==> src/include/switch_config.svh <==
// Switch configuration macros: port count, header delay, queue sizes, gap and MAC constants
`ifndef SWITCH_CONFIG_SVH
`define SWITCH_CONFIG_SVH

`define SW_NUM_PORTS 4                // Ports on the switch

// Receive path
`define SW_HEADER_DELAY 14            // 8 preamble bytes + 6 destination bytes
`define SW_SFD 8'hd5                  // Start-of-frame delimiter

// Queues
`define SW_QUEUE_DEPTH 128            // Entries per input/output pair
`define SW_MAX_FRAME 64               // Largest frame on the wire, free space needed at first byte

// Transmit path
`define SW_IPG 12                     // Interpacket gap in cycles

// Addressing
`define SW_OUI 24'hfa610e             // Organisation identifier, upper 24 bits
`define SW_MID 16'h0300               // Middle field of the primary addresses
`define SW_MCAST_BIT 24'h010000       // Group bit within the upper 24 bits
`define SW_BROADCAST 48'hffff_ffff_ffff

`endif

==> src/verilog/switchPkg.sv <==
// Shared switch types: data byte, MAC address, port index, port mask, queue entry
`include "switch_config.svh"

package switchPkg;

  typedef logic [7:0] byteT;                      // One stream byte
  typedef logic [47:0] macAddrT;                  // Ethernet address
  typedef logic [1:0] portIdxT;                   // Port number 0..3
  typedef logic [`SW_NUM_PORTS-1:0] portMaskT;    // Bit p set selects port p

  // One stored byte with its frame boundary flags
  typedef struct packed {
    logic first;   // First byte of a frame (preamble start)
    logic last;    // Last byte of a frame
    byteT data;
  } queueEntryT;

endpackage

==> src/verilog/destFilter.sv <==
// Forwarding decision of one input: broadcast, multicast, primary match and flooding per port
`timescale 1ns/1ps
`include "switch_config.svh"

module destFilter #(
  parameter int ownIndex = 0            // Input port this filter belongs to
) (
  input  switchPkg::macAddrT destMac,
  input  switchPkg::portMaskT portActive,
  input  logic [3:0]         boardId,
  output switchPkg::portMaskT fwdMask    // Bit p forwards the frame to output p
);
  import switchPkg::*;

  localparam int NumPorts = `SW_NUM_PORTS;
  localparam logic [23:0] McastOui = `SW_OUI | `SW_MCAST_BIT;

  macAddrT  primary [NumPorts];   // OUI, middle field, board, port
  portMaskT match;                // Destination matches primary of port p
  logic     isBroadcast;
  logic     isMulticast;
  logic     noMatch;

  always_comb begin
    for (int p = 0; p < NumPorts; p++) begin
      primary[p] = {`SW_OUI, `SW_MID, boardId, 4'(p)};
      // Bit 40 is the group bit; when set, the low byte is a wildcard
      match[p] = (p != ownIndex) &&
                 (destMac[47:41] == primary[p][47:41]) &&
                 (destMac[39:8] == primary[p][39:8]) &&
                 ((destMac[7:0] == primary[p][7:0]) || destMac[40]);
    end
  end

  assign isBroadcast = (destMac == `SW_BROADCAST);
  assign isMulticast = (destMac[47:24] == McastOui) && (destMac[7:0] == 8'hff);
  assign noMatch     = ~|match;   // Unknown unicast, flood

  always_comb begin
    for (int p = 0; p < NumPorts; p++) begin
      fwdMask[p] = portActive[p] && (p != ownIndex) &&
                   (isBroadcast || isMulticast || match[p] || noMatch);
    end
  end

endmodule

==> config.mk <==
export PLATFORM = sky130hd
export DESIGN_NAME = destFilter
export DESIGN_NICKNAME = d
export VERILOG_FILES = /design/src/verilog/switchPkg.sv /design/src/verilog/destFilter.sv
export VERILOG_INCLUDE_DIRS = /design/src /design/src/include
export SDC_FILE = /design/constraint.sdc
export NUM_CORES = 1
export LEC_CHECK = 0
export ABC_AREA = 1
export BUFFER_PORTS_ARGS = -buffer_cell sky130_fd_sc_hd__buf_2
export CAP_MARGIN = 20
export CORE_UTILIZATION = 39
export DETAILED_ROUTE_END_ITERATION = 10
export GPL_ROUTABILITY_DRIVEN = 0
export PLACE_DENSITY_LB_ADDON = 0.2
export SYNTH_ARGS = -nofsm -noshare
export SYNTH_HDL_FRONTEND = slang
export SYNTH_SLANG_ARGS = --single-unit
==> constraint.sdc <==
create_clock -name vclk -period 3.25
set_input_delay 0.65 -clock vclk [all_inputs]
set_output_delay 0.65 -clock vclk [all_outputs]
set_load 0.01 [all_outputs]
; ---- Word-level counts from Yosys, hierarchy flattened
; Cells that the tools add are included.
[word_totals]
ff_bits = 0
in_bits = 56
out_inout_bits = 4
elab_cells = 28
[op_classes]
eq_ne = 8
reduce_logical = 20
[op_table]
columns = op, n
row1 = $eq A48 B48 Y1 const B, 1
row2 = $eq A32 B31 Y1 const B, 1
row3 = $eq A24 B24 Y1 const B, 1
row4 = $eq A8 B8 Y1, 3
row5 = $logic_or A1 B1 Y1, 10
row6 = $eq A8 B8 Y1 const B, 1
row7 = $logic_and A1 B1 Y1, 8
row8 = $eq A7 B7 Y1 const B, 1
row9 = $reduce_or A3 Y1, 1
row10 = $logic_not A1 Y1, 1

; ---- Logic depth before layout (Yosys ltp)
[logic_depth]
word_depth = 7
depth_mapped = 10
depth_no_buf = 10

; ---- Least setup slack after synthesis
; Ideal clock, no wire load.
[synth_path]
path_kind = input-to-output
from = input port destMac[36]
to = output port fwdMask[2]
arrival_ns = 1.513
t_required_ns = 2.600
path_slack_ns = 1.087
stages = 7
path_buffers = 0
path_cell_list = nor2_1 -> nand3_1 -> nor2_2 -> nand2_2 -> nor2_4 -> nand2_1 -> a21boi_0
[synth_via]
elab_chain_cells = 7
elab_cells_between_ends = 14
classes_between = eq/ne (3) / reduce/logical (11)
[synth_lines]
columns = item, line_no
row1 = "start, declared", destFilter.sv:8  ; input switchPkg::macAddrT destMac,
row2 = $eq A32 B31 Y1, destFilter.sv:30  ; (destMac[39:8] == primary[p][39:8]) &&
row3 = $logic_and A1 B1 Y1, destFilter.sv:29  ; (destMac[47:41] == primary[p][47:41]) &&
row4 = $logic_and A1 B1 Y1, destFilter.sv:30
row5 = $reduce_or A3 Y1, destFilter.sv:37  ; assign noMatch = ~|match;
row6 = $logic_not A1 Y1, destFilter.sv:37
row7 = $logic_or A1 B1 Y1 *, destFilter.sv:42  ; (isBroadcast || isMulticast || match[p] || noMatch);
row8 = $logic_and A1 B1 Y1 *, destFilter.sv:41  ; fwdMask[p] = portActive[p] && (p != ownIndex) &&
row9 = "end, declared", destFilter.sv:11  ; output switchPkg::portMaskT fwdMask
; Mark *: on every way between the ends. The rest lies on a longest branch, timed or not.

; ---- Worst setup path after layout
[layout_path]
from = input port destMac[36]
to = output port fwdMask[3]
; Same word-level chain as after synthesis.

==> run summary <==
post-route setup TNS -> 0 ps
f_max -> 427 MHz
RSZ-0062 raised after global routing -> false
wire per inst -> 7.39 µm
worst path cell trace -> buf_2, nor2_1, nand3_1, nor2_2, nand2_2, nor2_4, nand2_2, nand2_1, inv_1, a21oi_1, buf_2
post-CTS setup buffer count -> 0
distinct cell type count after synthesis -> 18
Worst EP required -> 2600 ps
final setup fails -> 0
Buffers on Ports -> 58
Max Cap Viol -> 0
final worst path period need -> 2340 ps
Hold Fails Final Rpt -> 0
n_diodes -> 0
number of buffers and inverters on the critical path -> 3
total gr overflow -> 0
Slowest cell on crit path -> nor2_2
I/O pin count -> 60
DRT Wirelength -> 1.47 mm
Std-Cell Rows -> 13
# fillers -> 150
period utilization -> 72.1%
Die H -> 39.4 µm
synthesized area -> 546 µm²
Tot GR Track Use -> 21.1%
VDD IR max -> 43.1 µV
post-layout power -> 0.0000717 W
mean area per synthesized cell -> 4.30 µm²
Post-route DRC -> 0
power per cell area -> 84.7 nW/µm²
area of the multi-input gates -> 463 µm²
first-pass GRT wire length -> 2.44 mm
highest cell delay on the worst timing path -> 140 ps
Worst setup EP type -> output port
syn nets -> 183
Leak -> 0.535 nW
Final Slew Violations -> 0
Final #Nets -> 242
drt first pass iters -> 4
crit-path max FO -> 3
proportion of layout cells with a drive suffix above 1 -> 37.0%
P&R area growth vs syn -> 55.3%
chip width -> 39.4 µm
vias in the first global route -> 718
Via density -> 4.47
post_cts resized -> 0
# hold bufs at CTS -> 0
Mapped Cells -> 127
die area -> 1550 µm²
initial antenna violation count -> 0
critical path data arrival time -> 1690 ps
register area -> 0 µm²
hpwl dp -> 1.40 mm
critical path's top delay family -> simple AND/OR/NAND/NOR gates
status -> complete, no violations
drt initial violations -> 14
post-synthesis sequential area ratio -> 0%
FF+latch count -> 0
core area -> 1300 µm²
clock buffer count -> 0
via count -> 890
largest net degree at the start of global routing -> 4
Initial Util -> 41.9%
Antenna Nets Post-Route -> 0
worst hold path class -> input port to output port
Syn. warnings -> 0
crit start category -> input port
CP Class -> input port to output port
-- final timing paths --
kind | start | endpoint | cells after the start
worst min-delay path | portActive[3] | fwdMask[3] | 4
worst max-delay path | destMac[36] | fwdMask[3] | 11
-- power breakdown --
| part | leakage, nW | internal (W) | total (W) | switching (W) |
|---|---|---|---|---|
| logic | 0.535 | 0.0000367 | 0.0000717 | 0.0000350 |
| registers | 0 | 0 | 0 | 0 |
| clock network | 0 | 0 | 0 | 0 |
-- cell usage in the layout, fill, tap and decap left out, drive strengths merged, types with 2 or more instances in the layout --
cell type	netlist	layout
nor2	35	35
a21oi	2	2
nand4	2	2
inv	20	20
buf	1	58
nand2	50	50
nand3	11	11
-- logic make-up after synthesis --
kind of cell           synth area share [%]
and+or+nand+nor                        81.0
buffers and inverters                  15.1
AOI/OAI and AO/OA                      3.21
other                                 0.687
-- through the flow --
stage               worst slack, ps  instances  cell area, µm²  hold WS [ps]  util, %
finish                          906        199             847          1600     65.1
global route                    733        199             847          1630     65.1
CTS                             896        199             847          1600     65.1
detailed placement              895        199             847          1590     65.1
global placement                915        199             847          1590     65.1
floorplan                      1090        127             546          1380        -
-- layer usage --
metal	GRT usage [%]	part of all wire [%]	up-vias
li1	-	-	497
met4	1.72	0	0
met2	45.5	53	33
met1	22.7	40	360
met3	0	6.4	0
met5	0	0	-
-- worst min-delay path: stages --
cell and delay (ps):
buf_2 90, inv_1 40, a21oi_1 30, buf_2 130
-- cells in the mapped netlist, drive strengths merged --
library cell / number / area (µm²)
nand2: 50 / 195
nor2: 35 / 149
inv: 20 / 75.1
nand3: 11 / 60.1
a21oi: 2 / 10.0
nand4: 2 / 12.5
a21boi: 1 / 7.51
and3: 1 / 6.26
buf: 1 / 7.51
conb: 1 / 3.75
nand3b: 1 / 7.51
nor3: 1 / 5.00
nor4: 1 / 6.26
-- cell type report --
type,count,share of cell area [%]
multi-input cells,106,54.7
repair buffers,58,34.3
inverters,20,8.86
well taps,15,2.22
(Power assumes the default switching activity.)
