<file path="src/include/switch_config.svh">
// Switch configuration macros: port count, header delay, queue sizes, gap and MAC constants
`ifndef SWITCH_CONFIG_SVH
`define SWITCH_CONFIG_SVH

`define SW_NUM_PORTS 4                // Ports on the switch

// Receive path
`define SW_HEADER_DELAY 14            // 8 preamble bytes + 6 destination bytes
`define SW_SFD 8'hd5                  // Start-of-frame delimiter

// Queues
`define SW_QUEUE_DEPTH 128            // Entries per input/output pair
`define SW_MAX_FRAME 64               // Largest frame on the wire, free space needed at first byte

// Transmit path
`define SW_IPG 12                     // Interpacket gap in cycles

// Addressing
`define SW_OUI 24'hfa610e             // Organisation identifier, upper 24 bits
`define SW_MID 16'h0300               // Middle field of the primary addresses
`define SW_MCAST_BIT 24'h010000       // Group bit within the upper 24 bits
`define SW_BROADCAST 48'hffff_ffff_ffff

`endif

</file>
<file path="src/verilog/switchPkg.sv">
// Shared switch types: data byte, MAC address, port index, port mask, queue entry
`include "switch_config.svh"

package switchPkg;

  typedef logic [7:0] byteT;                      // One stream byte
  typedef logic [47:0] macAddrT;                  // Ethernet address
  typedef logic [1:0] portIdxT;                   // Port number 0..3
  typedef logic [`SW_NUM_PORTS-1:0] portMaskT;    // Bit p set selects port p

  // One stored byte with its frame boundary flags
  typedef struct packed {
    logic first;   // First byte of a frame (preamble start)
    logic last;    // Last byte of a frame
    byteT data;
  } queueEntryT;

endpackage

</file>
<file path="src/verilog/frameReceiver.sv">
// Receive stage of one port: header delay line, start-of-frame detection, destination MAC capture
`timescale 1ns/1ps
`include "switch_config.svh"

module frameReceiver (
  input  logic               RxClk,
  input  logic               arstN,
  input  logic               rxValid,    // High for every byte of a frame
  input  switchPkg::byteT    rxData,
  output logic               byteValid,  // Delayed stream toward filter and queues
  output logic               byteFirst,
  output logic               byteLast,
  output switchPkg::byteT    byteData,
  output switchPkg::macAddrT destMac     // Valid from first delayed byte to next delimiter
);
  import switchPkg::*;

  localparam int Delay = `SW_HEADER_DELAY;

  typedef enum logic {
    Idle,     // Waiting for the delimiter
    Header    // Collecting destination bytes
  } rxStateT;

  byteT           dataDly [Delay];   // Index 0 holds the newest byte
  logic [Delay:0] validDly;          // One stage longer, to see the edge at the output
  rxStateT        state;
  logic           sfdSeen;           // Delimiter of the current frame already found
  logic [2:0]     hdrCnt;            // Destination byte 0..5
  macAddrT        macReg;

  // Valid line
  always_ff @(posedge RxClk or negedge arstN) begin
    if (!arstN) begin
      validDly <= '0;
    end else begin
      validDly <= {validDly[Delay-1:0], rxValid};
    end
  end

  // Data line, same length as the valid line up to the output tap
  always_ff @(posedge RxClk) begin
    dataDly[0] <= rxData;
    for (int i = 1; i < Delay; i++) begin
      dataDly[i] <= dataDly[i-1];
    end
  end

  // Delimiter search and header byte count
  always_ff @(posedge RxClk or negedge arstN) begin
    if (!arstN) begin
      state   <= Idle;
      hdrCnt  <= '0;
      sfdSeen <= 1'b0;
    end else if (state == Idle) begin
      hdrCnt <= '0;
      if (!rxValid) begin
        sfdSeen <= 1'b0;                  // Between frames, look for the next delimiter
      end else if (rxData == `SW_SFD && !sfdSeen) begin
        state   <= Header;                // Next byte is destination MSB
        sfdSeen <= 1'b1;                  // Later 8'hd5 bytes are payload
      end
    end else begin
      if (!rxValid) begin
        state   <= Idle;                  // Runt frame, give up on it
        sfdSeen <= 1'b0;
      end else begin
        hdrCnt <= hdrCnt + 3'd1;
        if (hdrCnt == 3'd5) begin
          state <= Idle;                  // Sixth byte taken
        end
      end
    end
  end

  // Destination shifts in MSB first and then holds
  always_ff @(posedge RxClk) begin
    if (state == Header && rxValid) begin
      macReg <= {macReg[39:0], rxData};
    end
  end

  // Boundaries from valid edges at the line output
  assign byteValid = validDly[Delay-1];
  assign byteData  = dataDly[Delay-1];
  assign byteFirst = validDly[Delay-1] & ~validDly[Delay];
  assign byteLast  = validDly[Delay-1] & ~validDly[Delay-2];   // Next one is not valid
  assign destMac   = macReg;

  // A frame spans at least two bytes, so its edges never coincide
  assert property (@(posedge RxClk) disable iff (!arstN) !(byteFirst && byteLast))
    else $error("frameReceiver: first and last byte flags high together");

endmodule

</file>
<file path="config.mk">
export PLATFORM = sky130hd
export DESIGN_NAME = frameReceiver
export DESIGN_NICKNAME = d
export VERILOG_FILES = /design/src/verilog/switchPkg.sv /design/src/verilog/frameReceiver.sv
export VERILOG_INCLUDE_DIRS = /design/src /design/src/include
export SDC_FILE = /design/constraint.sdc
export NUM_CORES = 1
export LEC_CHECK = 0
export ABC_AREA = 1
export ABC_CLOCK_PERIOD_IN_PS = 1900
export BUFFER_PORTS_ARGS = -buffer_cell sky130_fd_sc_hd__clkbuf_2
export CORE_UTILIZATION = 53
export CTS_CLUSTER_SIZE = 30
export DETAILED_ROUTE_END_ITERATION = 8
export GPL_TIMING_DRIVEN = 0
export PLACE_DENSITY = 0.82
export SKIP_CTS_REPAIR_TIMING = 1
export SYNTH_ARGS = -nofsm -noshare
export SYNTH_HDL_FRONTEND = slang
export SYNTH_SLANG_ARGS = --single-unit
</file>
<file path="constraint.sdc">
create_clock -name RxClk -period 1.9 [get_ports RxClk]
set_input_delay 0.38 -clock RxClk [delete_from_list [all_inputs] [get_ports RxClk]]
set_output_delay 0.38 -clock RxClk [all_outputs]
set_load 0.03 [all_outputs]
</file>
# == Yosys cells after proc, flatten, opt, wreduce, memory -nomap -nowiden ==
# Memories as Yosys holds them, arrays and structs flattened.
# Cells that the tools add are included.
# totals
wordCells,31
out_inout_bits,59
reg_bits,68
in_bits,11
mem_bits_rw,112
memories,1
# classes
addsub,1
n_bitwise,4
eq_ne,5
muxes,11
reduce_logical,4
# memory_table
name,depth,width,read_ports,rd_ports_with_merged_regs,wr,line,rtl
dataDly,14,8,14,0,14,frameReceiver.sv:25,byteT dataDly [Delay];
# op_table
cell,count
1-bit two-way mux,9
8-bit == test (second input constant),1
3-bit two-way mux,2
2-bit inequality test (second input constant),2
3-bit by 1-bit adder with 3-bit output (second input constant),1
3-bit == test (second input constant),1
1-bit bitwise AND,2
1-bit logical AND,2
2-bit by 1-bit inequality test with 1-bit output (second input constant),1
1-bit NOT,2
2-bit AND reduction,1
1-bit zero test,1

# == Depth between registers and ports, before layout ==
# depth
ltp_word,5
mapped_depth,5
mapped_depth_nobuf,5

# == Worst setup path before layout ==
# OpenSTA, ideal clock, no wires.
# synth_path
kind,input to register
from,input rxValid
to,register macReg[0] (netlist: destMac[0]) (enable)
n_path_buf,0
setup_slack_ps,509
stages,2
arrival_time_ps,1009
required_time_ps,1518
setup_ps,382
path_cell_list,nand2_1 -> inv_2
# synth_between
elab_chain_len,1
# synth_lines
item,line,rtl
from (decl),frameReceiver.sv:8,"input logic rxValid,"
1-bit logical AND,frameReceiver.sv:78,if (state == Header && rxValid) begin
to (signal assigned),frameReceiver.sv:79,"macReg <= {macReg[39:0], rxData};"
to (decl),frameReceiver.sv:30,macAddrT macReg;
# Every way passes these cells.
# A chain may end at the register's enable or synchronous reset.

# == Final worst setup path ==
# layout_path
from,register state
to,register macReg[34] (netlist: destMac[34]) (enable)
# layout_between
elab_chain_len,1
# layout_lines
item,line,rtl
from (decl),frameReceiver.sv:27,rxStateT state;
from (signal assigned),frameReceiver.sv:52,state <= Idle;
from (signal assigned),frameReceiver.sv:60,state <= Header;
from (signal assigned),frameReceiver.sv:65,state <= Idle;
1-bit logical AND,frameReceiver.sv:78,
# Every way passes these cells.

==> results.toml <==
[timing]
setup_violations = 0
maxSlewViolCount = 0
min_period_ns = 1.69
timing_worst_slew_pin_value_ns = 1.06
relSlewSlack_pct = 28.9
rsz0062_at_grt = "no"
skew_ns = 0.0163
max_freq_mhz = 592
fin_crit_sh_pct = 88.8
finalHoldViolations = 0

[routing]
ant_nets = 0
drc = 0
avgRoutedWirePerCell_um = 12.6
dr.first_iter.drc_count = 78
dr.pass1.iters = 4
vias = 1880
vias_per_cell = 4.33
wl_um = 5480

[global_routing]
grt_first_pass_wirelength_um = 8530
antenna_found_initial = 0
grt_pass1_vias = 1841
grt_max_degree = 51
grt_overflow = 0
grtUsageTotal_pct = 13.9

[clock_tree]
cts_tree = "done"
cts_buffers = 17
cts.reportedPaths.clkPinSlew_ns = 0.07
root_buffer = "clkbuf_8"
cts.sinks = 180
ctsHtreeMaxLevel = 4
clock_latency_ns = 0.50
cts_buffer_depth = 2

[layout]
nNetsFinal = 332
num-fill-cells = 524
design_area_mm2 = 0.00556
postLayoutCoreUtil_pct = 70.4
syn_to_final_growth_pct = 25.9
drive_above_1_share_pct = 33.7
diodes = 0

[placed_design]
place_area_mm2 = 0.00488
place_congestion = 0.627
io_buffers = 69
dp_hpwl_um = 3280

[yosys]
ys_ff_latch = 180
yosys.area.top_type_share_pct = 50.8
synthTopCellsByArea = "dfxtp_1, edfxtp_1, dfrtp_1, buf_4, nand2_1"
synth_top_area_cell = "dfxtp_1"
ys_types = 14
syn_nets = 235
synth-seq-area-share_pct = 94.8
syn_inst = 222
synth_area_mm2 = 0.00441
yosysWarnings = 0
synth.avg_cell_area_um2 = 19.9

[power_and_ir_drop]
p_per_area_mw_per_mm2 = 1350
leakage_nw = 2.36
ir_drop_v = 0.000871

[critical_path]
r2r_cells = 2
startpoint_type = "flop"
cp_max_fo = 50
path_class = "reg2reg"
worstPathRequired_ns = 2.01
endpoint_kind = "flop"
cp.arrival_ns = 1.80

[floorplan]
coreArea_mm2 = 0.00789
rows = 32
initial_core_util_pct = 55.9
ios = 70
die_w_um = 93.2
die_h_um = 93.2
die_area_mm2 = 0.00869

[outcome]
status = "finished clean"

[flow_run]
max_cap_viol_count = 0

[worst_hold_path]
hold_path_class = "in2reg"
hold_depth = 1
-- report_power, final --
group | switching [mW] | internal [mW]
Combinational | 0.0606 | 0.0436
Clock | 1.37 | 1.91
Sequential | 0.0356 | 4.07
-- final timing paths --
check | from | endpoint | slack, ns
max | state | destMac[34] | 0.21
min in group asynchronous | arstN | state | 0.36
max in group asynchronous | arstN | validDly[13] | 1.19
max reg2reg | state | destMac[34] | 0.21
min reg2reg | dataDly[1][3] | dataDly[1][11] | 0.32
min | rxValid | validDly[0] | 0.07
-- synth_stat cells (all sizes together) --
cell      n
edfxtp   48
nand3     2
nand2    12
or2       1
inv       7
nor2      7
ha        2
o22ai     1
dfxtp   112
dfrtp    20
a21oi     2
buf       8
-- sequential cells by signal (all words and copies together), names as in the netlist --
register,count
dataDly,112
destMac,48
hdrCnt,3
sfdSeen,1
state,1
validDly,15
-- layout by cell type, fill, tap and decap left out, types with 2 or more instances in the layout --
cell type      count
dfxtp_1          112
clkbuf_2          69
edfxtp_1          48
dfrtp_1           20
clkbuf_16         18
nand2_1           12
dlygate4sd3_1      9
buf_4              8
nor2_1             7
inv_1              6
inv_6              5
clkinvlp_4         3
nand3_1            2
ha_1               2
clkinv_2           2
-- critical path, cell delays in order (launching register included) --
cell     delay (ns)
dfrtp_1        0.37
nand2_1        0.12
inv_2          0.79
-- cell families after synthesis --
family / after synthesis / share of synthesized area (%)
flip-flops: 180 / 94.8
AO/OA/AOI/OAI: 3 / 0.595
buffers and inverters: 15 / 1.96
adder cells (fa/ha/maj): 2 / 0.567
AND/OR/NAND/NOR: 22 / 2.04
-- area by class of cell --
type / instances / area (um2) / share of cell area (%)
Multi-Input combinational cell: 27 / 141 / 2.55
Clock buffer: 20 / 468 / 8.42
Timing Repair Buffer: 78 / 435 / 7.84
Buffer: 8 / 60.1 / 1.08
Clock inverter: 12 / 113 / 2.03
Sequential cell: 180 / 4180 / 75.3
Tap cell: 102 / 128 / 2.30
Inverter: 7 / 26.3 / 0.473
-- routing by layer --
| layer | up-vias | share of wire [%] | GRT usage, % | wire length (um) |
|---|---|---|---|---|
| met4 | 0 | 0.58 | 5.77 | 32 |
| met3 | 5 | 4.9 | 6.67 | 270 |
| met5 | - | 0 | 0 | 0 |
| li1 | 920 | - | - | - |
| met1 | 902 | 42 | 15.3 | 2280 |
| met2 | 53 | 53 | 23.2 | 2890 |
-- per-stage QoR --
stage          setup slack (ns)  hold slack [ns]  power [mW]  std cells  TNS (ns)
2_1_floorplan             0.509           0.0844        4.23        222         0
3_3_place_gp             0.0917            0.310        4.26        393         0
3_5_place_dp           -0.00810            0.312        4.28        393    -0.285
4_1_cts                   0.149           -0.171        7.56        425         0
5_1_grt                  0.0686           0.0650        7.76        434         0
6_report                  0.212           0.0741        7.50        434         0
No activity file was read; power rests on OpenSTA's default activity.
