<file path="src/include/switch_config.svh">
// Switch configuration macros: port count, header delay, queue sizes, gap and MAC constants
`ifndef SWITCH_CONFIG_SVH
`define SWITCH_CONFIG_SVH

`define SW_NUM_PORTS 4                // Ports on the switch

// Receive path
`define SW_HEADER_DELAY 14            // 8 preamble bytes + 6 destination bytes
`define SW_SFD 8'hd5                  // Start-of-frame delimiter

// Queues
`define SW_QUEUE_DEPTH 128            // Entries per input/output pair
`define SW_MAX_FRAME 64               // Largest frame on the wire, free space needed at first byte

// Transmit path
`define SW_IPG 12                     // Interpacket gap in cycles

// Addressing
`define SW_OUI 24'hfa610e             // Organisation identifier, upper 24 bits
`define SW_MID 16'h0300               // Middle field of the primary addresses
`define SW_MCAST_BIT 24'h010000       // Group bit within the upper 24 bits
`define SW_BROADCAST 48'hffff_ffff_ffff

`endif

</file>
<file path="src/verilog/switchPkg.sv">
// Shared switch types: data byte, MAC address, port index, port mask, queue entry
`include "switch_config.svh"

package switchPkg;

  typedef logic [7:0] byteT;                      // One stream byte
  typedef logic [47:0] macAddrT;                  // Ethernet address
  typedef logic [1:0] portIdxT;                   // Port number 0..3
  typedef logic [`SW_NUM_PORTS-1:0] portMaskT;    // Bit p set selects port p

  // One stored byte with its frame boundary flags
  typedef struct packed {
    logic first;   // First byte of a frame (preamble start)
    logic last;    // Last byte of a frame
    byteT data;
  } queueEntryT;

endpackage

</file>
<file path="src/verilog/pairQueue.sv">
// Store-and-forward queue for one input/output pair with whole-frame drop at the first byte
`timescale 1ns/1ps
`include "switch_config.svh"

module pairQueue (
  input  logic                  RxClk,
  input  logic                  arstN,
  input  logic                  fwd,          // Filter selects this output
  input  logic                  byteValid,
  input  logic                  byteFirst,
  input  logic                  byteLast,
  input  switchPkg::byteT       byteData,
  input  logic                  pop,          // From the output scheduler
  output switchPkg::queueEntryT headEntry,
  output logic                  frameReady    // At least one whole frame stored
);
  import switchPkg::*;

  localparam int Depth = `SW_QUEUE_DEPTH;
  localparam int AddrW = $clog2(Depth);

  typedef logic [AddrW-1:0] ptrT;
  typedef logic [AddrW:0] cntT;

  queueEntryT mem [Depth];   // Circular buffer
  ptrT        wrPtr;
  ptrT        rdPtr;
  cntT        count;         // Entries in use
  cntT        frameCnt;      // Complete frames in use
  logic       dropFrame;     // Current input frame is discarded
  logic       roomLow;
  logic       dropNow;
  logic       wrEn;
  logic       popLast;

  assign roomLow = count > cntT'(Depth - `SW_MAX_FRAME);   // Less than one frame free
  assign dropNow = byteFirst ? roomLow : dropFrame;        // Decision applies to first byte too
  assign wrEn    = fwd & byteValid & ~dropNow;
  assign popLast = pop & headEntry.last;

  always_ff @(posedge RxClk or negedge arstN) begin
    if (!arstN) begin
      wrPtr     <= '0;
      rdPtr     <= '0;
      count     <= '0;
      frameCnt  <= '0;
      dropFrame <= 1'b0;
    end else begin
      if (byteValid && byteFirst) begin
        dropFrame <= roomLow;
      end
      if (wrEn) begin
        wrPtr <= wrPtr + 1'b1;   // Wraps, depth is a power of two
      end
      if (pop) begin
        rdPtr <= rdPtr + 1'b1;
      end
      count    <= count + cntT'(wrEn) - cntT'(pop);
      frameCnt <= frameCnt + cntT'(wrEn & byteLast) - cntT'(popLast);
    end
  end

  always_ff @(posedge RxClk) begin
    if (wrEn) begin
      mem[wrPtr] <= '{first: byteFirst, last: byteLast, data: byteData};
    end
  end

  assign headEntry  = mem[rdPtr];
  assign frameReady = (frameCnt != '0);

  // Room reserved at the first byte must cover the whole frame
  assert property (@(posedge RxClk) disable iff (!arstN) wrEn |-> count < cntT'(Depth))
    else $error("pairQueue: write into a full queue");

  // Scheduler only pops a stored frame
  assert property (@(posedge RxClk) disable iff (!arstN) pop |-> count != '0)
    else $error("pairQueue: pop from an empty queue");

endmodule

</file>
<file path="config.mk">
export PLATFORM = sky130hd
export DESIGN_NAME = pairQueue
export DESIGN_NICKNAME = d
export VERILOG_FILES = /design/src/verilog/switchPkg.sv /design/src/verilog/pairQueue.sv
export VERILOG_INCLUDE_DIRS = /design/src /design/src/include
export SDC_FILE = /design/constraint.sdc
export NUM_CORES = 1
export LEC_CHECK = 0
export BUFFER_PORTS_ARGS = -buffer_cell sky130_fd_sc_hd__buf_2
export CORE_MARGIN = 2
export CORE_UTILIZATION = 30
export DETAILED_ROUTE_END_ITERATION = 10
export PLACE_DENSITY = 0.5
export SETUP_SLACK_MARGIN = 0.02
export SLEW_MARGIN = 20
export SYNTH_ARGS = -nofsm -noshare
export SYNTH_HDL_FRONTEND = slang
export SYNTH_SLANG_ARGS = --single-unit
</file>
<file path="constraint.sdc">
create_clock -name RxClk -period 4.2 [get_ports RxClk]
set_clock_uncertainty 0.05 [all_clocks]
set_input_delay 0.63 -clock RxClk [delete_from_list [all_inputs] [get_ports RxClk]]
set_output_delay 0.63 -clock RxClk [all_outputs]
set_load 0.05 [all_outputs]
</file>
# Yosys cells after proc, flatten, opt, wreduce, memory -nomap -nowiden

Memory sizes are Yosys's and may differ from the RTL's.
Index checks and enable logic that the tools add are counted.

Add/sub/neg operators: 6
Magnitude comparators: 1
Muxes and demuxes: 3
Bitwise logic cells: 5
Reductions and logical operators: 2

Operators by type and width:

| kind                                                                            | count |
|---|---|
| 8-bit by 1-bit adder with 8-bit output                                          | 2 |
| 8-bit by 1-bit subtractor with 8-bit output                                     | 2 |
| 7-bit by 1-bit adder with 7-bit output, second input constant                   | 2 |
| 8-bit by 7-bit greater-than comparator with 1-bit output, second input constant | 1 |
| 8-bit nonzero test                                                              | 1 |
| 1-bit AND                                                                       | 4 |
| 1-bit two-way mux                                                               | 3 |
| 1-bit logical AND                                                               | 1 |
| 1-bit inverter                                                                  | 1 |

Register bits after elaboration: 31
Bits in writable memories: 1280
Bits of input ports: 15
Output and inout bits: 11
Logic and storage cells: 23
Memories: 1

Memories:

| name | depth | width | read ports | clocked after memory_dff | write ports | RTL line        | text |
|---|---|---|---|---|---|---|---|
| mem  | 128   | 10    | 1          | 0                        | 1           | pairQueue.sv:25 | `queueEntryT mem [Depth];` |

# Logic depth before layout (Yosys ltp)

Gate-level depths: netlist of the first run.

Word-level depth: 7
Mapped depth: 21
Mapped depth without buffers: 16

# Least setup slack after synthesis of the first run

No wires, ideal clock.

Path kind: register -> register
Start: reg rdPtr[0]
End: reg frameCnt[6]
Library setup time: 80 ps
Arrival: 3548 ps
Required time: 4070 ps
Slack: 522 ps
Cell stages (with the launch flop): 20
Buffers on the path: 4
Clock period less this slack: 3678 ps
Path through: dfrtp_1 -> buf_4 -> buf_6 -> buf_6 -> buf_4 -> mux4_2 -> a22oi_1 -> nand4_1 -> a21oi_1 -> nor4b_1 -> ha_1 -> inv_1 -> ha_1 -> fa_1 -> a21oi_1 -> nor2_1 -> o21ai_0 -> a21oi_1 -> nor2_1 -> xnor2_1

Word-level cells in the longest chain between the ends: 3

RTL lines:

| element                                     | RTL line        | text |
|---|---|---|
| start, declared                             | pairQueue.sv:27 | `ptrT rdPtr;` |
| start signal, assigned                      | pairQueue.sv:56 | `rdPtr <= rdPtr + 1'b1;` |
| memory 128 x 10 bit                         | -               |  |
| 1-bit AND                                   | pairQueue.sv:39 | `assign popLast = pop & headEntry.last;` |
| 8-bit by 1-bit subtractor with 8-bit output | pairQueue.sv:59 | `frameCnt <= frameCnt + cntT'(wrEn & byteLast) - cntT'(popLast);` |
| end signal, assigned                        | pairQueue.sv:59 |  |
| end, declared                               | pairQueue.sv:29 | `cntT frameCnt;` |

Every way passes these cells.
A chain may end at the register's enable or synchronous reset.

==> results of run 1 <==
[logic make-up after synthesis]
logic type	share of synthesized area, %
flip-flops	76.8
multiplexers	17.3
AND/OR/NAND/NOR	2.13
buffers and inverters	1.37
AO/OA/AOI/OAI	1.26
adder cells (fa/ha/maj)	0.691
XOR/XNOR	0.412
[timing repair]
action | in CTS | in global routing
endpoints found under the hold margin | 31 | 0
setup endpoints to repair | 9 | 14
resized for setup | 164 | 50
pin swaps | 11 | 14
hold buffers | 1 | 0
setup buffers | 16 | 16
cloned | 23 | 3
[sequential cells by signal, indices dropped and copies added, names as in the netlist]
name,count
count,8
dropFrame,1
frameCnt,8
mem,1280
rdPtr,7
wrPtr,7
[cells in the mapped netlist (17+ instances only)]
| library cell | count |
|---|---|
| nand3_1 | 21 |
| clkbuf_1 | 54 |
| dfrtp_1 | 31 |
| nand2_1 | 25 |
| edfxtp_1 | 1280 |
| nor2_1 | 144 |
| inv_1 | 24 |
| ha_1 | 25 |
| buf_4 | 19 |
| a22oi_1 | 17 |
| buf_2 | 29 |
| a21oi_1 | 40 |
| mux2i_1 | 56 |
| nor2b_1 | 29 |
| mux4_2 | 366 |
[path summary, 6_finish.rpt]
path                       startpoint           end  depth (start not counted)
setup / recovery             rdPtr[0]  headEntry[4]                         10
hold / removal              byteValid     dropFrame                          3
setup reg to reg             rdPtr[0]   frameCnt[6]                         20
hold reg to reg             dropFrame     dropFrame                          1
max in group asynchronous       arstN      rdPtr[0]                          2
min in group asynchronous       arstN   frameCnt[6]                          2
[power by group through the flow]
stage | combinational (mW) | clock (mW) | sequential (mW)
finish | 13.9 | 12.3 | 14.8
global route | 14.7 | 13.0 | 14.8
CTS | 13.7 | 12.5 | 14.8
detailed placement | 11.5 | 0 | 15.0
global placement | 11.4 | 0 | 15.0
floorplan | 7.67 | 0 | 14.9
[final cells by class]
type | instances | area [µm²] | share of cell area (%)
well taps | 2218 | 2780 | 4.49
repair buffers | 333 | 3620 | 5.85
clock inverters | 89 | 873 | 1.41
clock buffers | 164 | 3680 | 5.95
inverters | 24 | 90.1 | 0.146
multi-input cells | 819 | 11600 | 18.7
flip-flops and latches | 1311 | 39200 | 63.4
[layer usage]
| metal | part of all wire [%] | up-vias | track usage, % | wire (µm) |
|---|---|---|---|---|
| met5 | 0 | - | 0 | 0 |
| met4 | 1.9 | 0 | 3.59 | 2460 |
| met3 | 4.8 | 169 | 2.64 | 6120 |
| met2 | 50 | 611 | 24.5 | 63400 |
| met1 | 43 | 13200 | 19.7 | 55300 |
| li1 | - | 10300 | - | - |
[per-stage QoR]
step	TNS [ns]	hold WS [ns]	cells
6_report	-0.118	0.173	4958
4_1_cts	-1.12	0.121	4940
5_1_grt	-1.02	0.170	4958
2_1_floorplan	0	0.284	2274
3_5_place_dp	-0.00808	0.438	4647
3_3_place_gp	-0.0383	0.434	4647
[layout by cell type (no fill, tap or decap), types with 25 or more instances in the layout]
master     instances
a21oi_2           25
buf_16            33
buf_4            245
clkbuf_16        147
clkinv_1          27
clkinv_2          30
dfrtp_1           27
edfxtp_1        1280
mux2i_1           48
mux4_2           366
nand2_1           25
nor2_1           144
[worst reg2reg max path, stage by stage (launching register included)]
cell and delay, ns:
dfrtp_4 0.44, buf_12 0.15, buf_12 0.15, mux4_2 0.50, mux2i_1 0.20, o22a_1 0.21, nand3_2 0.17, a211oi_2 0.21
buf_4 0.16, nor4b_1 0.05, buf_4 0.16, ha_1 0.27, inv_1 0.04, ha_2 0.18, fa_2 0.38, a21oi_2 0.15
nor2_1 0.06, o21ai_1 0.12, a21oi_1 0.08, nor2_1 0.11, xnor2_1 0.13
==> results_dict.tcl, run 1 <==
set metrics [dict create \
    fillers 15400 \
    dr_total_vias 24300 \
    start_util_pct 30.2 \
    grt_pass1_vias 25700 \
    peakVddDrop_mv 0.477 \
    synth_top_flop_cell "edfxtp_1" \
    worstPathCellList "buf_12 > buf_16 > buf_12 > buf_16 > mux4_2 > mux4_2 > nor2b_2 > a21oi_2 > a22oi_2 > buf_6" \
    diodes 0 \
    io_pins 26 \
    ys_seq_area_share_pct 76.8 \
    vias_per_cell 4.90 \
    end_kind "output pin" \
    final_util_pct 36.5 \
    clockBufferDepth 3 \
    worstSetupPathType "reg -> out" \
    core_area_mm2 0.169 \
    clockPowerShare_pct 30.0 \
    violations "setup timing" \
    ys_ff_latch 1311 \
    power_switching_mw 12.3 \
    area_growth_syn_to_layout_pct 21.1 \
    rows 151 \
    cts_root_buf "clkbuf_16" \
    drc 0 \
    crit_fanout 6 \
    power_mw 40.9 \
    period_share_pct 101 \
    finalCriticalPeriod_ns 4.25 \
    combPwrFrac_pct 33.9 \
    grt_max_degree 129 \
    post-place-ws_ns -0.00808 \
    synth_top_area_share_pct 75.3 \
    synthArstFlopShare_pct 2.36 \
    finalInstanceArea_mm2 0.0618 \
    hold_path_class "in -> reg" \
    grt_overflow 0 \
    synth_edf_count 1280 \
    die_height_um 416 \
    syn-num-nets 2316 \
    drtAntennaViolNets 0 \
    seq_power_share_pct 36.1 \
    synthesis.area_mm2 0.0510 \
    yosys.area.top_type "edfxtp_1" \
    nNetsFinal 2672 \
    slew_viol_final 0 \
    synth_cell_type_count 40 \
    grt_pass1_wl_mm 184 \
    startpoint_type "register" \
    leakagePower_nw 19.8 \
    worstSkewPairLatency_ns 0.77 \
    htree_num_levels 4 \
    dieArea_mm2 0.173 \
    cp.buffers_inverters 5 \
    syn_inst 2274 \
    ys.warnings.count 0 \
    setup_violations 7 \
    cts_buffers 141 \
    antenna_found_initial 0 \
    drive_gt1_share_pct 36.3 \
    hold_viol 0 \
    setup_ws_ns -0.0461 \
    relSlewSlack_pct 32.2 \
    syn_avg_cell_area_um2 22.4 \
    crit_family "multiplexers" \
    power_density_mw_per_mm2 661 \
    slowest_stage "mux4_2" \
    avgRoutedWirePerCell_um 25.7 \
    status "finished with violations" \
    cts_tree "done" \
    switching_share_pct 30.1 \
    p_int_mw 28.6 \
    hpwl_mm 76.4 \
    firstDrtPassIters 5 \
    clk_pin_slew_ns 0.06 \
    port_buffers 25 \
    drt_iter0_drc 2279 \
    max_clock_freq_ghz 0.236 \
    grt_usage_pct 14.6 \
    die_w_um 416 \
    place_area_mm2 0.0554 \
    worst_pin_slew_ns 1.02 \
    drt-total-wl_mm 127 \
    cp.required_ns 3.52 \
    slowest_delay_ns 0.54 \
    drv_cap 0 \
    rsz0062_at_grt "yes" \
    cts.sinks 1311 \
    synth_area_leaders "edfxtp_1 75%, mux4_2 16%, dfrtp_1 1.5%" \
    reg2reg_slack_ns 0.17 \
    place.gp.congestion 0.782 \
    cp_data_arrival_time_ns 3.57 \
]
Power figures use the tool's default switching activity.
==> run 2, diff against run 1 <==
REMOVE_ABC_BUFFERS = 1   (was not set)
==> run 2 against run 1 <==
Total power is essentially flat. Hold slack lost 0.018 ns. Critical path type unchanged. The flow still finishes with violations (setup timing). Routed wire length grew 1.6%.
==> results_dict.tcl, run 2 (same netlist as run 1, synthesis figures left out) <==
set metrics [dict create \
    vias_per_cell 4.88 \
    hold_path_class "in -> reg" \
    die_height_um 416 \
    rsz0062_at_grt "yes" \
    grt_max_degree 129 \
    cts.sinks 1311 \
    grt_pass1_wl_mm 187 \
    nNetsFinal 2729 \
    port_buffers 25 \
    relSlewSlack_pct 27.7 \
    cts_buffers 144 \
    power_mw 40.8 \
    peakVddDrop_mv 0.345 \
    drt-total-wl_mm 129 \
    worst_pin_slew_ns 1.09 \
    cts_root_buf "clkbuf_16" \
    place.gp.congestion 0.774 \
    firstDrtPassIters 7 \
    start_util_pct 30.2 \
    area_growth_syn_to_layout_pct 21.6 \
    grt_overflow 0 \
    hold_viol 0 \
    finalInstanceArea_mm2 0.0621 \
    drtAntennaViolNets 0 \
    cp_data_arrival_time_ns 3.54 \
    end_kind "output pin" \
    htree_num_levels 4 \
    slew_viol_final 0 \
    dr_total_vias 24500 \
    largest_register "mem" \
    core_area_mm2 0.169 \
    cts_tree "done" \
    hpwl_mm 79.2 \
    io_pins 26 \
    drc 0 \
    antenna_found_initial 2 \
    max_clock_freq_ghz 0.237 \
    worstSkewPairLatency_ns 0.76 \
    avgRoutedWirePerCell_um 25.8 \
    largest_reg_flops 1280 \
    setup_ws_ns -0.0248 \
    drv_cap 0 \
    startpoint_type "register" \
    status "finished with violations" \
    die_w_um 416 \
    largest_registers "mem (1280), count (8), frameCnt (8)" \
    power_density_mw_per_mm2 658 \
    clk_pin_slew_ns 0.06 \
    clockBufferDepth 3 \
    leakagePower_nw 19.9 \
    rows 151 \
    dieArea_mm2 0.173 \
    grt_pass1_vias 25800 \
    period_share_pct 101 \
    drive_gt1_share_pct 37.5 \
    violations "setup timing" \
    drt_iter0_drc 2212 \
    layout_commonest_cell "edfxtp_1" \
    place_area_mm2 0.0557 \
    finalCriticalPeriod_ns 4.22 \
    worstSetupPathType "reg -> out" \
    layout_common_cells "1280 x edfxtp_1, 366 x mux4_2, 289 x buf_4, 151 x clkbuf_16, 143 x nor2_1" \
    cp.required_ns 3.52 \
    grt_usage_pct 14.9 \
    crit_fanout 8 \
    setup_violations 6 \
]
run 2: cell count changes in the layout (fill, tap and decap cells not counted), sizes merged:
cell	previous run	this run
clkinv	63	51
clkbuf	167	182
bufbuf	4	1
bufinv	13	7
diode	0	1
clkinvlp	7	8
buf	325	381
inv	30	36
run 2: repair_timing:
item | CTS | global route
hold buffers | 1 | 0
pin swaps | 28 | 22
gates resized for setup | 197 | 51
endpoints found under the setup margin | 12 | 13
gates cloned | 13 | 4
setup buffers | 35 | 19
endpoints found under the hold margin | 31 | 0
run 2: critical path: stages (launching register included):
cell and delay [ns]:
dfrtp_4 0.52, buf_12 0.15, buf_12 0.13, buf_8 0.15
buf_12 0.15, mux4_2 0.45, mux4_2 0.59, a21oi_4 0.22
buf_6 0.14, a22oi_2 0.10, buf_6 0.19
run 2: layout make-up:
cell class | instances | area (µm²)
repair buffers | 387 | 3870
inverters | 24 | 90.1
well taps | 2218 | 2780
clock inverters | 78 | 651
flip-flops and latches | 1311 | 39200
clock buffers | 178 | 3800
fillers | 15300 | 107000
diodes | 1 | 2.50
multi-input cells | 819 | 11700
run 2: path summary, 6_finish.rpt:
path / slack [ns] / depth (start not counted) / to / startpoint
max in group asynchronous: 2.98 / 2 / rdPtr[3] / arstN
min reg2reg: 0.45 / 1 / dropFrame / dropFrame
min: 0.16 / 1 / mem[88][9] / byteFirst
max: -0.02 / 10 / headEntry[0] / rdPtr[0]
min in group asynchronous: 0.45 / 2 / frameCnt[1] / arstN
max reg2reg: 0.09 / 21 / frameCnt[6] / rdPtr[0]
run 2: per-layer routing:
layer / up-vias / global-route usage (%) / part of all wire, %
met5: - / 0 / 0.0054
met4: 2 / 4.12 / 2.2
met3: 153 / 2.47 / 5.2
met2: 704 / 25.2 / 50
met1: 13300 / 20.0 / 43
li1: 10400 / - / -
run 2: where the power goes:
group	total, mW	internal [mW]	switching, mW
combinational	14.1	7.07	7.02
sequential	14.8	14.6	0.199
clock	12.0	6.89	5.11
run 2: through the flow:
step,TNS [ns],worst slack [ns],hold slack (ns),instances,utilization (%)
after floorplan,-265.46,-11.52,0.284,2154,-
after global placement,-1.95,-0.375,0.433,4693,32.9
after detailed placement,-1.85,-0.392,0.441,4693,32.9
after CTS,-1.23,-0.157,0.107,4996,36.4
after global routing,-1.01,-0.130,0.116,5015,36.7
final,-0.0915,-0.0248,0.155,5016,36.7
