[src/include/switch_config.svh]
// Switch configuration macros: port count, header delay, queue sizes, gap and MAC constants
`ifndef SWITCH_CONFIG_SVH
`define SWITCH_CONFIG_SVH

`define SW_NUM_PORTS 4                // Ports on the switch

// Receive path
`define SW_HEADER_DELAY 14            // 8 preamble bytes + 6 destination bytes
`define SW_SFD 8'hd5                  // Start-of-frame delimiter

// Queues
`define SW_QUEUE_DEPTH 128            // Entries per input/output pair
`define SW_MAX_FRAME 64               // Largest frame on the wire, free space needed at first byte

// Transmit path
`define SW_IPG 12                     // Interpacket gap in cycles

// Addressing
`define SW_OUI 24'hfa610e             // Organisation identifier, upper 24 bits
`define SW_MID 16'h0300               // Middle field of the primary addresses
`define SW_MCAST_BIT 24'h010000       // Group bit within the upper 24 bits
`define SW_BROADCAST 48'hffff_ffff_ffff

`endif

[src/verilog/switchPkg.sv]
// Shared switch types: data byte, MAC address, port index, port mask, queue entry
`include "switch_config.svh"

package switchPkg;

  typedef logic [7:0] byteT;                      // One stream byte
  typedef logic [47:0] macAddrT;                  // Ethernet address
  typedef logic [1:0] portIdxT;                   // Port number 0..3
  typedef logic [`SW_NUM_PORTS-1:0] portMaskT;    // Bit p set selects port p

  // One stored byte with its frame boundary flags
  typedef struct packed {
    logic first;   // First byte of a frame (preamble start)
    logic last;    // Last byte of a frame
    byteT data;
  } queueEntryT;

endpackage

[src/verilog/txScheduler.sv]
// Transmit stage of one output: round-robin frame selection over the peers, gap timing, byte stream
`timescale 1ns/1ps
`include "switch_config.svh"

module txScheduler #(
  parameter int ownIndex = 0                                // Output port served
) (
  input  logic                   RxClk,
  input  logic                   arstN,
  input  logic                   recvReady,                 // Client can take a byte
  input  logic [`SW_NUM_PORTS-2:0] frameReady,              // Bit k for peer k
  input  switchPkg::queueEntryT  headEntry [`SW_NUM_PORTS-1],
  output logic [`SW_NUM_PORTS-2:0] pop,
  output logic                   txEn,
  output switchPkg::byteT        txData,
  output switchPkg::portIdxT     txSrc                      // Current or most recent source
);
  import switchPkg::*;

  localparam int NumPorts = `SW_NUM_PORTS;
  localparam int NumPeers = NumPorts - 1;
  localparam int GapW = $clog2(`SW_IPG + 1);

  typedef logic [1:0] peerT;        // Peer k is port (ownIndex+1+k) mod 4
  typedef logic [GapW-1:0] gapT;

  peerT cur;                        // Peer being sent, or last one served
  peerT pick;
  logic found;
  logic sending;
  logic startFrame;
  logic endFrame;
  gapT  gapCnt;

  // Scan starts right after the last peer served, ends on it
  always_comb begin
    found = 1'b0;
    pick  = cur;
    for (int i = 1; i <= NumPeers; i++) begin
      if (!found && frameReady[(int'(cur) + i) % NumPeers]) begin
        found = 1'b1;
        pick  = peerT'((int'(cur) + i) % NumPeers);
      end
    end
  end

  assign startFrame = !sending && (gapCnt == '0) && found;
  assign endFrame   = sending && recvReady && headEntry[cur].last;

  // One byte per ready cycle
  assign txEn   = sending & recvReady;
  assign txData = headEntry[cur].data;

  always_comb begin
    pop      = '0;
    pop[cur] = sending & recvReady;
  end

  always_ff @(posedge RxClk or negedge arstN) begin
    if (!arstN) begin
      sending <= 1'b0;
      cur     <= peerT'(NumPeers - 1);    // First scan begins at peer 0
      gapCnt  <= '0;
      txSrc   <= '0;
    end else if (startFrame) begin
      sending <= 1'b1;
      cur     <= pick;
      txSrc   <= portIdxT'((ownIndex + 1 + int'(pick)) % NumPorts);
    end else if (endFrame) begin
      sending <= 1'b0;
      gapCnt  <= gapT'(`SW_IPG);          // Gap before the next selection
    end else if (gapCnt != '0) begin
      gapCnt <= gapCnt - 1'b1;
    end
  end

  // Only one peer at a time, and only one that holds a whole frame
  assert property (@(posedge RxClk) disable iff (!arstN)
                   $onehot0(pop) && ((pop & ~frameReady) == '0))
    else $error("txScheduler: pop of a queue without a stored frame");

  // A selected queue must present the start of a stored frame
  assert property (@(posedge RxClk) disable iff (!arstN) startFrame |=> headEntry[cur].first)
    else $error("txScheduler: selected queue head is not a first byte");

endmodule

[config.mk]
export PLATFORM = sky130hd
export DESIGN_NAME = txScheduler
export DESIGN_NICKNAME = d
export VERILOG_FILES = /design/src/verilog/switchPkg.sv /design/src/verilog/txScheduler.sv
export VERILOG_INCLUDE_DIRS = /design/src /design/src/include
export SDC_FILE = /design/constraint.sdc
export NUM_CORES = 1
export LEC_CHECK = 0
export ABC_CLOCK_PERIOD_IN_PS = 2330
export BUFFER_PORTS_ARGS = -buffer_cell sky130_fd_sc_hd__buf_4
export CELL_PAD_IN_SITES_DETAIL_PLACEMENT = 1
export CELL_PAD_IN_SITES_GLOBAL_PLACEMENT = 1
export CORE_ASPECT_RATIO = 1.4
export CORE_MARGIN = 1.5
export CORE_UTILIZATION = 25
export CTS_CLUSTER_DIAMETER = 40
export DETAILED_ROUTE_END_ITERATION = 12
export PLACE_DENSITY_LB_ADDON = 0.08
export SYNTH_ARGS = -nofsm -noshare
export SYNTH_HDL_FRONTEND = slang
export SYNTH_SLANG_ARGS = --single-unit
[constraint.sdc]
create_clock -name RxClk -period 2.33 [get_ports RxClk]
set_input_delay 0.3495 -clock RxClk [delete_from_list [all_inputs] [get_ports RxClk]]
set_output_delay 0.3495 -clock RxClk [all_outputs]
set_load 0.01 [all_outputs]
Word-level counts from Yosys, hierarchy flattened --
Cells that the tools add are included.
Word-level totals: register bits 9
Operators by class: mux-type cells 24, magnitude comparators 6, reductions and logical operators 15, bitwise logic cells 4, $add $sub $neg 5, div/mod/pow operators 3
Operators by type and width (number):
- 32-bit by 4-bit < comparator with 1-bit output, second input constant | 3
- 32-bit by 3-bit remainder unit with 32-bit output, second input constant | 3
- 10-bit binary-select mux with 2-bit select | 1
- 9-bit 2-to-1 mux | 2
- 1-bit 2-to-1 mux | 12
- 4-bit 2-to-1 mux | 2
- 1-bit logical AND | 7
- 2-bit by 2-bit adder with 3-bit output, second input constant | 2
- 1-bit binary-select mux with 2-bit select | 3
- 2-bit 2-to-1 mux | 3
- 4-bit logical NOT | 1
- 2-bit nonzero test | 2
- 4-bit nonzero test | 1
- 4-bit by 1-bit subtractor with 4-bit output, second input constant | 1
- 2-bit by 1-bit adder with 3-bit output, second input constant | 1
- 3-bit bitwise AND | 1
- 3-bit greater-or-equal comparator, second input constant | 1
- 1-bit logical NOT | 3
- 2-bit by 3-bit < comparator with 1-bit output, second input constant | 1
- 2-bit inverter with 3-bit output | 1
- 1-bit by 2-bit adder with 2-bit output, first input constant | 1
- 1-bit demux with 2-bit select | 1
- 2-bit by 1-bit greater-or-equal comparator with 1-bit output, second input constant | 1
- 2-bit AND reduction | 1
- 2 further kinds | 2

Depth between registers and ports, before layout --
Gate-level depths: netlist (run 1).
word-level depth 15, mapped depth 9, mapped depth without buffers 8

Worst setup path after synthesis (run 1) --
No wires, ideal clock.
kind register to register, start register cur[1], end register txSrc[0], period minus slack after synthesis 2192 ps, path slack 138 ps, required time 2205 ps, arrival time 2067 ps, setup time 125 ps, stages on the path, launching flop included 8, cell sequence dfstp_2 -> inv_1 -> ha_1 -> buf_4 -> nor2b_1 -> nor2_1 -> a211oi_4 -> mux2_4
On the way: cells in the longest elaborated chain, start to end 13, elaborated cells between the ends (all ways) 27
RTL lines:
- start: declaration | line txScheduler.sv:27 | peerT cur;
- start signal: assignment | line txScheduler.sv:62 | cur <= peerT'(NumPeers - 1);
- start signal: assignment | line txScheduler.sv:67 | cur <= pick;
- 2-bit by 1-bit adder with 3-bit output | line txScheduler.sv:40, txScheduler.sv:42
- 32-bit by 3-bit remainder unit with 32-bit output | line txScheduler.sv:40, txScheduler.sv:42
- 1-bit binary-select mux with 2-bit select | line txScheduler.sv:40 | if (!found && frameReady[(int'(cur) + i) % NumPeers]) begin
- 1-bit 2-to-1 mux (implied by the code) (2 in series) | line txScheduler.sv:40
- 1-bit 2-to-1 mux | line txScheduler.sv:40
- 1-bit logical NOT | line txScheduler.sv:40
- 1-bit logical AND | line txScheduler.sv:40
- 1-bit 2-to-1 mux | line txScheduler.sv:40
- 1-bit logical NOT | line txScheduler.sv:40
- 1-bit logical AND | line txScheduler.sv:40
- 2-bit 2-to-1 mux or 1-bit 2-to-1 mux (tied branches) | line txScheduler.sv:40
- 1-bit by 2-bit adder with 2-bit output or 1-bit logical AND (tied branches) | line txScheduler.sv:68, txScheduler.sv:47
- end signal: assignment | line txScheduler.sv:68 | txSrc <= portIdxT'((ownIndex + 1 + int'(pick)) % NumPorts);
- end: declaration | line txScheduler.sv:16 | output switchPkg::portIdxT txSrc
Parallel ways exist; a longest one is shown, timed or not. The select of a mux whose other input is x is not followed. A chain may end at the register's enable or synchronous reset.

==> flow_summary.json, run 1 <==
{
  "syn_inst": 116,
  "p_per_area_mw_per_mm2": 1310,
  "p_leak_nw": 0.717,
  "dr.pass1.iters": 3,
  "grt_max_degree": 12,
  "die_w_um": 55.8,
  "power.switching_uw": 886,
  "io_pins": 50,
  "maxSlewViolCount": 0,
  "grt_pass1_vias": 1175,
  "synth_area_um2": 977,
  "n_fill_cell": 453,
  "drive_above_1_share": 0.424,
  "hold_violations": 0,
  "power_mw": 1.97,
  "finalCritPeriodShare": 0.957,
  "ant_nets": 0,
  "die_h_um": 77.0,
  "core.rowCount": 26,
  "fin_cells": 214,
  "ys_ff_latch": 9,
  "track_usage": 0.152,
  "crit_required_ps": 2490,
  "cts_buffers": 3,
  "initial_core_util": 0.263,
  "worstSetupEndpointType": "register",
  "drc": 0,
  "wl_um": 3120,
  "die_area_mm2": 0.00430,
  "synth_area_per_cell_um2": 8.42,
  "grt_pass1_wl_um": 5330,
  "worstPathArrival_ps": 2390,
  "ys_seq_area_frac": 0.232,
  "clock.fmax_ghz": 0.448,
  "post-place-cells": 209,
  "post-route-min-period_ps": 2230,
  "worstSkewPairLatency_ps": 230,
  "post-dp-hpwl_um": 2610,
  "power_frac_comb": 0.747,
  "wl_per_cell_um": 14.6,
  "timing.slew.headroom": 0.700,
  "core_area_mm2": 0.00371,
  "via_per_inst": 5.06,
  "dpl_cell_area_mm2": 0.00142,
  "port_buffers": 46,
  "antenna_found_initial": 0,
  "irDropWorstVdd_v": 0.000484,
  "critPathLaunchType": "register",
  "grt-ovfl-total": 0,
  "p_clk_frac": 0.093,
  "path_class": "register to register",
  "cts_tree": "yes",
  "worstPathMaxFanout": 5,
  "n_antenna_cell": 0,
  "final_nets": 216,
  "status": "finished clean",
  "gp_congestion": 0.802,
  "synth_warnings": 0,
  "vias": 1083,
  "ys_types": 40,
  "cap_violations": 0,
  "p_int_mw": 1.09,
  "fin_area_mm2": 0.00150,
  "setup-violations-final": 0,
  "seq_power_share": 0.160,
  "hp-class": "input pin to asynchronous set/reset pin",
  "fin_util": 0.405,
  "htree_levels": 1,
  "skew_ps": 0.462,
  "cts_root_buf": "clkbuf_8",
  "cts_buffer_depth": 2,
  "tightest_slew_ps": 449,
  "whs_ps": 485,
  "postCtsSetupRepairBufs": 0,
  "clock-sinks": 9,
  "area_growth_pct": 53.8,
  "cts.reportedPaths.clkPinSlew_ps": 50,
  "sw_frac_of_total": 0.449,
  "drt_iter0_markers": 25,
  "syn-num-nets": 159
}
## worst paths after layout
check,start,endpoint,slack (ps),depth (start not counted)
max in group asynchronous,arstN,cur[1],1630,2
worst max register to register,register,register,100,8
worst min-delay path,arstN,gapCnt[0],490,2
worst min register to register,txSrc[0],txSrc[0],520,1
min in group RxClk,txSrc[0],txSrc[0],520,1
worst max-delay path,register,register,100,8
## critical path, stage by stage, from the launching register on
cell and delay, ps:
dfrtp_1 420, inv_1 230, ha_2 300, mux2i_2 270, mux2i_4 140, or4b_1 490
a21oi_1 170, o21ai_1 80, o21ai_2 50
## cell type report
type	count	area [µm²]	area share
Inverter	5	18.8	0.0125
Multi-Input combinational cell	97	728	0.485
Clock inverter	1	5.00	0.00333
Timing Repair Buffer	57	430	0.286
Clock buffer	3	41.3	0.0275
Sequential cell	9	226	0.151
Tap cell	42	52.6	0.0350
## cells in the mapped netlist (all sizes together)
| library cell | count | area share |
|---|---|---|
| nor3 | 1 | 0.0051 |
| o21ai | 13 | 0.070 |
| o31ai | 1 | 0.0077 |
| or4b | 1 | 0.010 |
| nor2 | 11 | 0.045 |
| nand2 | 14 | 0.054 |
| o221ai | 2 | 0.018 |
| and2b | 2 | 0.015 |
| a211oi | 1 | 0.020 |
| a221oi | 1 | 0.0090 |
| dfstp | 1 | 0.027 |
| nor2b | 1 | 0.0064 |
| xnor2 | 2 | 0.018 |
| or3 | 1 | 0.0064 |
| nand2b | 1 | 0.0064 |
| o41ai | 1 | 0.0090 |
| inv | 5 | 0.019 |
| nor4bb | 1 | 0.010 |
| and2 | 1 | 0.0064 |
| nand4 | 1 | 0.0064 |
| buf | 4 | 0.032 |
| ha | 7 | 0.090 |
| a21oi | 8 | 0.041 |
| mux2 | 1 | 0.015 |
| o21a | 1 | 0.0077 |
| nand3b | 1 | 0.0077 |
| mux2i | 15 | 0.17 |
| nor3b | 3 | 0.023 |
| clkbuf | 1 | 0.0038 |
| dfrtp | 8 | 0.20 |
| or3b | 1 | 0.0090 |
| a31oi | 1 | 0.0064 |
| and3 | 3 | 0.019 |
## stage by stage
stage / TNS [ps] / worst slack [ps]
3_3_place_gp: 0 / 68.6
4_1_cts: 0 / 50.2
3_5_place_dp: 0 / 58.8
2_1_floorplan: 0 / 138
6_report: 0 / 99.8
5_1_grt: -47.9 / -20.6
## power groups by stage
stage               sequential, mW  clock, mW  combinational (mW)
finish                       0.316      0.183                1.47
global route                 0.330      0.196                1.63
CTS                          0.318      0.186                1.43
detailed placement           0.319          0                1.42
global placement             0.318          0                1.39
floorplan                    0.317          0               0.921
## kinds of logic (layout without fill, tap and decap cells)
kind of cell | after synthesis | after routing | synth area share
adders and majority gates | 7 | 7 | 0.0896
and+or+nand+nor | 43 | 43 | 0.230
muxes | 16 | 16 | 0.186
xor gates and xnor gates | 2 | 2 | 0.0179
DFF | 9 | 9 | 0.232
buffers and inverters | 10 | 66 | 0.0550
AOI/OAI and AO/OA | 29 | 29 | 0.190
## per-layer routing
metal	wire length [µm]	vias to the layer above	track usage
li1	-	523	-
met1	1160	527	0.153
met2	1790	26	0.312
met3	107	7	0.0135
met4	64	0	0.0500
met5	0	-	0
## layout by cell type, fill, tap and decap left out, drive strengths merged, types with 2 or more instances in the layout
| master | instances |
|---|---|
| buf | 56 |
| mux2i | 15 |
| nand2 | 14 |
| o21ai | 13 |
| nor2 | 11 |
| a21oi | 8 |
| dfrtp | 8 |
| ha | 7 |
| inv | 5 |
| and3 | 3 |
| nor3b | 3 |
| clkbuf | 3 |
| and2b | 2 |
| o221ai | 2 |
| xnor2 | 2 |
## what timing repair did
item | 4_1_cts | 5_1_grt
hold buffers | 1 | 0
gates resized for setup | 0 | 8
hold endpoints to repair | 8 | 0
endpoints found under the setup margin | 0 | 4
Note: power is estimated with default switching activity, not from simulation.
==> run 2, diff against run 1 <==
- ABC_CLOCK_PERIOD_IN_PS: 2330 -> 1800
- clock period: 2.33 -> 1.8 ns (I/O delays scaled with it)
==> flow_summary.json, run 2 (synthesized netlist as in run 1, its figures left out) <==
{
  "status": "finished with violations",
  "violations": "negative setup slack",
  "timing.slew.headroom": 0.717,
  "initial_core_util": 0.263,
  "track_usage": 0.161,
  "final_common_cell": "buf_4",
  "maxSlewViolCount": 0,
  "dpl_cell_area_mm2": 0.00151,
  "fin_setup_tns_ps": -1060,
  "r2r_start": "cur[1]",
  "via_per_inst": 4.88,
  "rsz0062_at_grt": "yes",
  "post-route-min-period_ps": 2100,
  "clock-sinks": 9,
  "hold_violations": 0,
  "cts_root_buf": "clkbuf_8",
  "grt_pass1_wl_um": 5640,
  "path_class": "register to register",
  "core_area_mm2": 0.00371,
  "post-place-cells": 216,
  "ant_nets": 0,
  "r2r.worst_path.cells": 6,
  "grt_pass1_vias": 1199,
  "cap_violations": 0,
  "finalCritPeriodShare": 1.16,
  "power_mw": 2.91,
  "irDropWorstVdd_v": 0.000829,
  "p_per_area_mw_per_mm2": 1750,
  "vias": 1099,
  "dr.pass1.iters": 2,
  "gp_congestion": 0.772,
  "worstPathArrival_ps": 2210,
  "port_buffers": 46,
  "skew_ps": 0.739,
  "r2r_end": "txSrc[0]",
  "cts.reportedPaths.clkPinSlew_ps": 40,
  "cts_tree": "yes",
  "p_leak_nw": 0.772,
  "area_growth_pct": 70.0,
  "clock.fmax_ghz": 0.477,
  "layout_common_cells": "64 x buf_4, 14 x nand2_1, 13 x mux2i_1",
  "setup-violations-final": 5,
  "fin_util": 0.448,
  "worstPathMaxFanout": 8,
  "fin_area_mm2": 0.00166,
  "grt-ovfl-total": 0,
  "die_h_um": 77.0,
  "die_w_um": 55.8,
  "die_area_mm2": 0.00430,
  "drt_iter0_markers": 15,
  "wl_um": 3260,
  "drive_above_1_share": 0.503,
  "tightest_slew_ps": 424,
  "regToRegSetupSlack_ps": -300,
  "drc": 0,
  "antenna_found_initial": 0,
  "htree_levels": 1,
  "hp-class": "input pin to asynchronous set/reset pin",
  "setup_slack_ps": -296,
  "post-dp-hpwl_um": 2760,
  "worstSkewPairLatency_ps": 230,
  "critPathLaunchType": "register",
  "fin_cells": 225,
  "core.rowCount": 26,
  "wl_per_cell_um": 14.5,
  "crit_required_ps": 1920,
  "cts_buffers": 3,
  "io_pins": 50,
  "final_nets": 227,
  "n_antenna_cell": 0,
  "cts_buffer_depth": 2,
  "grt_max_degree": 11,
  "worstSetupEndpointType": "register"
}
[run 2: changes by cell type in the layout (fill, tap and decap cells not counted), sizes merged]
cell	delta
buf	+11
clkbuf	+1
clkinv	-1
[run 2: timing repair]
action | in CTS | in global routing
gates cloned | 0 | 0
setup buffers | 1 | 3
hold endpoints to repair | 8 | 0
resized for setup | 3 | 14
pin swaps | 0 | 3
hold buffers | 1 | 0
endpoints found under the setup margin | 15 | 15
[run 2: worst max-delay path by stage]
stage	end	slack, ps	depth (start not counted)	startpoint
floorplan	txSrc[0]	-310	8	cur[1]
global placement	cur[1]	-280	8	cur[1]
detailed placement	register	-270	7	cur[1]
CTS	cur[1]	-250	8	cur[1]
global route	txSrc[0]	-390	6	cur[1]
finish	txSrc[0]	-300	6	cur[1]
[run 2: final cells by class]
type                    instances  area (µm²)
fillers                       450        2050
multi-input cells              97         791
repair buffers                 68         524
flip-flops and latches          9         228
well taps                      42        52.6
clock buffers                   4        45.0
inverters                       5        21.3
[run 2: layer usage]
layer	global-route usage	share of wire	vias to the layer above
li1	-	-	550
met5	0	0	-
met4	0.0429	0.012	0
met3	0.0253	0.036	4
met2	0.304	0.57	29
met1	0.184	0.38	516
[run 2: power breakdown]
| group | switching [mW] | internal, mW |
|---|---|---|
| registers | 0.101 | 0.322 |
| clock network | 0.0824 | 0.155 |
| logic | 1.10 | 1.16 |
| total | 1.28 | 1.63 |
[run 2: through the flow]
| step | hold WS, ps | setup WS (ps) |
|---|---|---|
| floorplan | -25.6 | -310 |
| global placement | 103 | -282 |
| detailed placement | 99.7 | -265 |
| CTS | 410 | -252 |
| global route | 421 | -391 |
| finish | 410 | -296 |
[run 2: critical path, cell delays in order (launching register included)]
cell      delay [ps]
dfstp_2          570
inv_4             60
ha_4             320
mux2i_4          330
nor2_4            80
a211oi_4         290
mux2_4           320
